**src/include/raster_fb_cfg.svh**
```systemverilog
// Widths and command encodings shared by the framebuffer clear path.
// Include this file wherever a port width or an opcode is needed.
`ifndef RASTER_FB_CFG_SVH
`define RASTER_FB_CFG_SVH

// Datapath widths
`define CMD_WIDTH        32
`define FB_ADDR_WIDTH    32
`define SCREEN_POS_WIDTH 11

// Opcodes, carried in the top nibble of a header word
`define OP_REG_WRITE 4'h1
`define OP_MEMSET    4'h2
`define OP_SWAP      4'h3

// Register codes that follow an OP_REG_WRITE header
`define REG_FB_ADDR        8'h00
`define REG_RESOLUTION     8'h01
`define REG_SCISSOR_START  8'h02
`define REG_SCISSOR_END    8'h03
`define REG_SCISSOR_ENABLE 8'h04
`define REG_CLEAR_COLOR    8'h05
`define REG_COLOR_MASK     8'h06

`endif

```
**src/hdl/raster_fb_pkg.sv**
```systemverilog
// Types for the framebuffer command stream, clear configuration and pixel writes.
// Modules import it in their body and use scoped names in their port lists.
`include "raster_fb_cfg.svh"

package raster_fb_pkg;

    // Zero padding above each coordinate in a half word
    localparam int POS_PAD = `CMD_WIDTH / 2 - `SCREEN_POS_WIDTH;

    typedef struct packed {
        logic [3:0]              opcode;
        logic [7:0]              reg_code;
        logic [`CMD_WIDTH-14:0]  reserved;
        logic                    vsync;
    } cmd_hdr_t;

    // Coordinate payload, Y in the upper half and X in the lower half
    typedef struct packed {
        logic [POS_PAD-1:0]            pad_y;
        logic [`SCREEN_POS_WIDTH-1:0]  y;
        logic [POS_PAD-1:0]            pad_x;
        logic [`SCREEN_POS_WIDTH-1:0]  x;
    } screen_xy_t;

    // One stream word, seen either as a header or as a payload
    typedef union packed {
        cmd_hdr_t               hdr;
        screen_xy_t             xy;
        logic [`CMD_WIDTH-1:0]  raw;
    } cmd_word_u;

    typedef struct packed {
        logic [`FB_ADDR_WIDTH-1:0]     base_addr;
        logic [`SCREEN_POS_WIDTH-1:0]  x_res;
        logic [`SCREEN_POS_WIDTH-1:0]  y_res;
        logic                          scissor_en;
        logic [`SCREEN_POS_WIDTH-1:0]  scissor_start_x;
        logic [`SCREEN_POS_WIDTH-1:0]  scissor_start_y;
        logic [`SCREEN_POS_WIDTH-1:0]  scissor_end_x;   // exclusive
        logic [`SCREEN_POS_WIDTH-1:0]  scissor_end_y;   // exclusive
        logic [31:0]                   clear_color;     // RGBA8888, R in [31:24]
        logic [3:0]                    color_mask;      // {R, G, B, A}
    } fb_clear_cfg_t;

    typedef struct packed {
        logic [`FB_ADDR_WIDTH-1:0]  addr;
        logic [15:0]                data;   // RGB565
        logic [1:0]                 strb;
    } fb_wr_t;

endpackage

```
**src/hdl/fb_cmd_regs.sv**
```systemverilog
// Command stream parser and framebuffer register file.
// Starts memset and swap handshakes and stalls the stream until each one closes.
`timescale 1ns/1ns
`include "raster_fb_cfg.svh"

module fb_cmd_regs
(
    input  logic                          aclk,
    input  logic                          rst_n,
    input  logic                          cmd_valid,
    output logic                          cmd_ready,
    input  raster_fb_pkg::cmd_word_u      cmd_data,
    output raster_fb_pkg::fb_clear_cfg_t  cfg,
    output logic                          clear_req,
    input  logic                          clear_ack,
    output logic                          swap_fb,
    output logic                          swap_fb_vsync,
    input  logic                          fb_swapped,
    output logic [`FB_ADDR_WIDTH-1:0]     fb_addr
);
    import raster_fb_pkg::*;

    typedef enum logic [1:0] {S_IDLE, S_PAYLOAD, S_CLEAR, S_SWAP} state_t;

    state_t      state;
    logic [7:0]  reg_sel;
    logic        cmd_take;
    screen_xy_t  payload_xy;

    // Stream is open only while no handshake is in flight
    assign cmd_ready  = (state == S_IDLE) || (state == S_PAYLOAD);
    assign cmd_take   = cmd_valid && cmd_ready;
    assign payload_xy = cmd_data.xy;
    assign fb_addr    = cfg.base_addr;

    always_ff @(posedge aclk)
    begin
        if (!rst_n)
        begin
            state         <= S_IDLE;
            reg_sel       <= '0;
            cfg           <= '0;
            clear_req     <= 1'b0;
            swap_fb       <= 1'b0;
            swap_fb_vsync <= 1'b0;
        end
        else
        begin
            case (state)
                S_IDLE:
                begin
                    if (cmd_take)
                    begin
                        case (cmd_data.hdr.opcode)
                            `OP_REG_WRITE:
                            begin
                                reg_sel <= cmd_data.hdr.reg_code;
                                state   <= S_PAYLOAD;
                            end
                            `OP_MEMSET:
                            begin
                                clear_req <= 1'b1;
                                state     <= S_CLEAR;
                            end
                            `OP_SWAP:
                            begin
                                swap_fb       <= 1'b1;
                                swap_fb_vsync <= cmd_data.hdr.vsync;
                                state         <= S_SWAP;
                            end
                            // unknown opcodes are dropped
                            default: state <= S_IDLE;
                        endcase
                    end
                end
                S_PAYLOAD:
                begin
                    if (cmd_take)
                    begin
                        case (reg_sel)
                            `REG_FB_ADDR: cfg.base_addr <= cmd_data.raw[`FB_ADDR_WIDTH-1:0];
                            `REG_RESOLUTION:
                            begin
                                cfg.x_res <= payload_xy.x;
                                cfg.y_res <= payload_xy.y;
                            end
                            `REG_SCISSOR_START:
                            begin
                                cfg.scissor_start_x <= payload_xy.x;
                                cfg.scissor_start_y <= payload_xy.y;
                            end
                            `REG_SCISSOR_END:
                            begin
                                cfg.scissor_end_x <= payload_xy.x;
                                cfg.scissor_end_y <= payload_xy.y;
                            end
                            `REG_SCISSOR_ENABLE: cfg.scissor_en <= cmd_data.raw[0];
                            `REG_CLEAR_COLOR: cfg.clear_color <= cmd_data.raw;
                            `REG_COLOR_MASK: cfg.color_mask <= cmd_data.raw[3:0];
                            default: ;
                        endcase
                        state <= S_IDLE;
                    end
                end
                S_CLEAR:
                begin
                    // Drop the request on ack, then wait for ack to fall
                    if (clear_req && clear_ack)
                        clear_req <= 1'b0;
                    else if (!clear_req && !clear_ack)
                        state <= S_IDLE;
                end
                S_SWAP:
                begin
                    if (swap_fb && fb_swapped)
                        swap_fb <= 1'b0;
                    else if (!swap_fb && !fb_swapped)
                        state <= S_IDLE;
                end
                default: state <= S_IDLE;
            endcase
        end
    end

endmodule

```
**src/hdl/fb_clear_engine.sv**
```systemverilog
// Memset engine for the RGB565 colour buffer.
// Walks the screen in row-major order and issues one masked write per visible pixel.
`timescale 1ns/1ns
`include "raster_fb_cfg.svh"

module fb_clear_engine
(
    input  logic                          aclk,
    input  logic                          rst_n,
    input  raster_fb_pkg::fb_clear_cfg_t  cfg,
    input  logic                          clear_req,
    output logic                          clear_ack,
    output logic                          mem_wvalid,
    input  logic                          mem_wready,
    output raster_fb_pkg::fb_wr_t         mem_wr
);
    import raster_fb_pkg::*;

    localparam logic [`FB_ADDR_WIDTH-1:0] PIXEL_BYTES = 2;

    typedef enum logic [1:0] {S_IDLE, S_SCAN, S_DRAIN, S_ACK} state_t;

    state_t                        state;
    logic [`SCREEN_POS_WIDTH-1:0]  x_cnt;
    logic [`SCREEN_POS_WIDTH-1:0]  y_cnt;
    logic [`FB_ADDR_WIDTH-1:0]     addr_cnt;
    logic                          stall;
    logic                          in_scissor;
    logic                          row_end;
    logic                          last_pixel;
    logic                          pix_write;
    fb_wr_t                        next_wr;

    assign stall = mem_wvalid && !mem_wready;

    // End coordinates are exclusive
    assign in_scissor = !cfg.scissor_en ||
        ((x_cnt >= cfg.scissor_start_x) && (x_cnt < cfg.scissor_end_x) &&
         (y_cnt >= cfg.scissor_start_y) && (y_cnt < cfg.scissor_end_y));

    assign row_end    = (x_cnt == cfg.x_res - 1'b1);
    assign last_pixel = row_end && (y_cnt == cfg.y_res - 1'b1);

    always_comb
    begin
        next_wr.addr = addr_cnt;
        // Top 5 bits of R, top 6 of G, top 5 of B
        next_wr.data = {cfg.clear_color[31:27], cfg.clear_color[23:18],
                        cfg.clear_color[15:11]};
        // G spans both bytes of the 565 word
        next_wr.strb[0] = cfg.color_mask[1] | cfg.color_mask[2];
        next_wr.strb[1] = cfg.color_mask[3] | cfg.color_mask[2];
    end

    assign pix_write = in_scissor && (|next_wr.strb);

    always_ff @(posedge aclk)
    begin
        if (!rst_n)
        begin
            state      <= S_IDLE;
            clear_ack  <= 1'b0;
            mem_wvalid <= 1'b0;
            x_cnt      <= '0;
            y_cnt      <= '0;
            addr_cnt   <= '0;
        end
        else
        begin
            case (state)
                S_IDLE:
                begin
                    if (clear_req)
                    begin
                        x_cnt    <= '0;
                        y_cnt    <= '0;
                        addr_cnt <= cfg.base_addr;
                        state    <= S_SCAN;
                    end
                end
                S_SCAN:
                begin
                    // One pixel per cycle unless the pending write is stuck
                    if (!stall)
                    begin
                        mem_wvalid <= pix_write;
                        addr_cnt   <= addr_cnt + PIXEL_BYTES;
                        if (row_end)
                        begin
                            x_cnt <= '0;
                            y_cnt <= y_cnt + 1'b1;
                        end
                        else
                            x_cnt <= x_cnt + 1'b1;
                        if (last_pixel)
                            state <= S_DRAIN;
                    end
                end
                S_DRAIN:
                begin
                    // Last write accepted or none pending
                    if (!stall)
                    begin
                        mem_wvalid <= 1'b0;
                        clear_ack  <= 1'b1;
                        state      <= S_ACK;
                    end
                end
                S_ACK:
                begin
                    if (!clear_req)
                    begin
                        clear_ack <= 1'b0;
                        state     <= S_IDLE;
                    end
                end
                default: state <= S_IDLE;
            endcase
        end
    end

    always_ff @(posedge aclk)
    begin
        if ((state == S_SCAN) && !stall && pix_write)
            mem_wr <= next_wr;
    end

endmodule

```
**src/hdl/raster_fb_top.sv**
```systemverilog
// Framebuffer side of the rasterizer: command registers plus the clear engine.
// Exposes the command stream, the display swap handshake and a pixel write port.
`timescale 1ns/1ns
`include "raster_fb_cfg.svh"

module raster_fb_top
(
    input  logic                       aclk,
    input  logic                       rst_n,
    input  logic                       cmd_valid,
    output logic                       cmd_ready,
    input  raster_fb_pkg::cmd_word_u   cmd_data,
    output logic                       swap_fb,
    output logic                       swap_fb_vsync,
    input  logic                       fb_swapped,
    output logic [`FB_ADDR_WIDTH-1:0]  fb_addr,
    output logic                       mem_wvalid,
    input  logic                       mem_wready,
    output raster_fb_pkg::fb_wr_t      mem_wr
);
    import raster_fb_pkg::*;

    fb_clear_cfg_t  cfg;
    logic           clear_req;
    logic           clear_ack;

    fb_cmd_regs i_cmd_regs
    (
        .aclk          (aclk),
        .rst_n         (rst_n),
        .cmd_valid     (cmd_valid),
        .cmd_ready     (cmd_ready),
        .cmd_data      (cmd_data),
        .cfg           (cfg),
        .clear_req     (clear_req),
        .clear_ack     (clear_ack),
        .swap_fb       (swap_fb),
        .swap_fb_vsync (swap_fb_vsync),
        .fb_swapped    (fb_swapped),
        .fb_addr       (fb_addr)
    );

    fb_clear_engine i_clear_engine
    (
        .aclk       (aclk),
        .rst_n      (rst_n),
        .cfg        (cfg),
        .clear_req  (clear_req),
        .clear_ack  (clear_ack),
        .mem_wvalid (mem_wvalid),
        .mem_wready (mem_wready),
        .mem_wr     (mem_wr)
    );

endmodule

```
**config.mk**
```make
export PLATFORM = sky130hd
export DESIGN_NAME = raster_fb_top
export DESIGN_NICKNAME = d
export VERILOG_FILES = /design/src/hdl/raster_fb_pkg.sv /design/src/hdl/fb_cmd_regs.sv /design/src/hdl/fb_clear_engine.sv /design/src/hdl/raster_fb_top.sv
export VERILOG_INCLUDE_DIRS = /design/src /design/src/include
export SDC_FILE = /design/constraint.sdc
export NUM_CORES = 1
export LEC_CHECK = 0
export BUFFER_PORTS_ARGS = -buffer_cell sky130_fd_sc_hd__buf_2
export CAP_MARGIN = 30
export CORE_MARGIN = 8
export CORE_UTILIZATION = 40
export CTS_CLUSTER_SIZE = 20
export DETAILED_ROUTE_END_ITERATION = 8
export PLACE_DENSITY = 0.62
export SKIP_LAST_GASP = 1
export SLEW_MARGIN = 30
export SYNTH_ARGS = -nofsm -noshare
export SYNTH_HDL_FRONTEND = slang
export SYNTH_SLANG_ARGS = --single-unit
export TNS_END_PERCENT = 5
```
**constraint.sdc**
```tcl
create_clock -name aclk -period 6.7 [get_ports aclk]
set_input_delay 0.335 -clock aclk [delete_from_list [all_inputs] [get_ports aclk]]
set_output_delay 0.335 -clock aclk [all_outputs]
set_load 0.01 [all_outputs]
```
==> flow_summary.ini <==
[place]
pre_cts_slack_ns = 3.558
gp_congestion = 0.8393
hpwl_um = 21380
dp_cells = 1738
port-buffer-count = 122

[clock_network]
clock_latency_ns = 0.52
hold_buffers = 0
htreeDepth = 1
cts.sinks = 239
root_buffer = clkbuf_16
cts_setup_buffers = 0
tritoncts = yes
clk_pin_slew_ns = 0.06
numCtsBuffers = 25
cts_resized = 0
cts.path.max_buffers = 3

[die]
pin_count = 123
rows = 61
die_h_um = 184.2
core_area_mm2 = 0.02778
die_x_um = 184.2
start_util = 0.4071
dieArea_mm2 = 0.03391

[pwr]
power_density_mw_per_mm2 = 244.2
switching_share = 0.2594
ir_worst_vdd_mv = 0.1708
switchingPower_uw = 808.9
p_leak_nw = 4.816
p_int_mw = 2.310
power_frac_seq = 0.489
p_clk_frac = 0.414
combPwrFrac = 0.097

[worst_hold_path]
hold_class = input port to flip-flop
min_path_cells = 3
min_from = cmd_data[11]

[setup_path]
cpPeakStageDelay_ns = 0.79
crit_path_top_delay_cell = nand2_2
endpoint_kind = flip-flop
worst_ep_required_time_ns = 7.16
crit_cells = 7
cp_max_fo = 35
crit_type = flip-flop to flip-flop
cp_num_buf_inv = 1
critical_path_arrival_ns = 3.68
rr_worst_depth = 7
r2r_start = i_clear_engine.state[1]
cp_top_family = simple AND/OR/NAND/NOR gates
crit_start = i_clear_engine.state[1]
cp_cell_sequence = inv_1 > ha_1 > nand3_1 > nand2_2 > o21ai_2 > or4_1 > nand2_1
cp-start-kind = flip-flop

[global_routing]
grt_pass1_vias = 8908
grt_pass1_wl_um = 48540
antenna_found_initial = 0
grtUsageTotal = 0.1759
grt_max_degree = 92
overflow = 0

[routing]
drc = 0
wl_per_cell_um = 17.09
vias = 9391
via_per_inst = 5.261
drtIter0Drc = 711
ant_nets = 0
wl_um = 30510
dr.pass1.iters = 6

[sta]
fmax_mhz = 310.5
fin_ws_ns = 3.480
hold_violations = 0
drv_slew = 0
skew_ns = 0.01870
setup_viol = 0
rsz0062_at_grt = false
fin_crit_sh = 0.4806
worstMarginPinSlew_ns = 0.7801
fin_setup_tns_ns = 0
relSlewSlack = 0.4781
hold_ws_ns = 0.09380
period_minus_slack_ns = 3.220

[run]
drv_cap = 0

[synth]
yosys_register_bits = 239
synthCells = 1330
ys.flop_type = dfxtp_1
syn_nets = 1419
synth_edf_count = 50
yosysUniqueCellTypes = 62
synthArstFlopShare = 0
syn_area_mm2 = 0.01131
yosysSeqAreaShare = 0.4673
avgSynthCellArea_um2 = 8.503
yosysWarnings = 0

[final_layout]
final_cells = 1785
drive_gt1_frac = 0.1322
fillers = 2736
layout.nets = 1478
synthToLayoutAreaGrowth_pct = 12.90
diodes = 0

[outcome]
outcome = completed
## synth_stat cells (11+ instances only)
| library cell | number | area share |
|---|---|---|
| edfxtp_1 | 50 | 0.13 |
| nor3_1 | 19 | 0.0084 |
| ha_1 | 52 | 0.058 |
| mux2i_1 | 26 | 0.023 |
| clkbuf_1 | 59 | 0.020 |
| nand2_1 | 282 | 0.094 |
| a21oi_1 | 174 | 0.077 |
| and3_1 | 11 | 0.0061 |
| o21ai_0 | 42 | 0.019 |
| nand4_1 | 16 | 0.0089 |
| nor2_1 | 79 | 0.026 |
| nand3_1 | 38 | 0.017 |
| dfxtp_1 | 189 | 0.33 |
| inv_1 | 66 | 0.022 |
| buf_4 | 32 | 0.021 |
| xor2_1 | 19 | 0.015 |
| xnor2_1 | 25 | 0.019 |
## kinds of logic after synthesis
group	after synthesis	synth area share
and+or+nand+nor	505	0.1974
AOI/OAI and AO/OA	296	0.1526
DFF	239	0.4673
buffers and inverters	168	0.06815
adders and majority gates	52	0.05753
xor gates and xnor gates	44	0.03407
muxes	26	0.02301
## layer usage
metal	global-route usage	up-vias	routed length (um)
met4	0.05195	0	827
met1	0.2348	4428	14040
met2	0.2895	247	13820
met3	0.02816	49	1820
met5	0	-	0
li1	-	4667	-
## layout by cell type (no fill, tap or decap), types with 10 or more instances in the layout
cell type | Yosys | layout
o21ai_0 | 42 | 42
nand2_1 | 282 | 282
mux2i_1 | 26 | 26
nor3_1 | 19 | 18
dfxtp_1 | 189 | 189
nor2_1 | 79 | 79
nand3_1 | 38 | 37
buf_2 | 4 | 122
inv_1 | 66 | 65
and3_1 | 11 | 11
clkbuf_16 | 0 | 25
xnor2_1 | 25 | 25
a21o_1 | 10 | 10
ha_1 | 52 | 52
xor2_1 | 19 | 19
edfxtp_1 | 50 | 50
o211ai_1 | 10 | 10
a21oi_1 | 174 | 173
nand4_1 | 16 | 16
## layout make-up
cell class	instances	area, um2	area share
clock inverter	14	91.34	0.007153
multi-input combinational	923	5299	0.4150
timing repair buffer	134	711.9	0.05576
tap	378	473.0	0.03704
inverter	66	250.2	0.01960
sequential	239	5285	0.4139
clock buffer	31	658.1	0.05154
## path summary, 6_finish.rpt
check | end | slack, ns
min | i_cmd_regs.cfg[15] | 0.09
min reg2reg | i_clear_engine.mem_wr[16] | 0.43
max reg2reg | i_clear_engine.y_cnt[3] | 3.48
max | i_clear_engine.y_cnt[3] | 3.48
## registers in the layout, indices dropped and copies added (netlist names)
register / count
i_clear_engine.addr_cnt: 32
i_clear_engine.clear_ack: 1
i_clear_engine.mem_wr: 50
i_clear_engine.mem_wvalid: 1
i_clear_engine.state: 2
i_clear_engine.x_cnt: 11
i_clear_engine.y_cnt: 11
i_cmd_regs.cfg: 86
i_cmd_regs.clear_req: 1
i_cmd_regs.fb_addr: 32
i_cmd_regs.reg_sel: 8
i_cmd_regs.state: 2
i_cmd_regs.swap_fb: 1
i_cmd_regs.swap_fb_vsync: 1
## metrics by stage
step / area, um2 / utilization / total power [mW]
floorplan: 11310 / - / 1.755
global placement: 11980 / 0.4312 / 1.851
detailed placement: 11990 / 0.4317 / 1.855
CTS: 12740 / 0.4587 / 3.138
global route: 12770 / 0.4596 / 3.229
finish: 12770 / 0.4596 / 3.119
## power by group through the flow
stage          combinational [mW]  clock [mW]  sequential [mW]
6_report                    0.302        1.29             1.53
5_1_grt                     0.334        1.37             1.53
4_1_cts                     0.299        1.31             1.53
3_5_place_dp                0.298           0             1.56
3_3_place_gp                0.296           0             1.56
2_1_floorplan               0.210           0             1.54
## worst reg2reg max path, stage by stage (launching register included)
cell and delay, ns:
dfxtp_1 0.34, inv_1 0.10, ha_1 0.52, nand3_1 0.56, nand2_2 0.79, o21ai_2 0.27, or4_1 0.52, nand2_1 0.08
(Power assumes the default switching activity.)
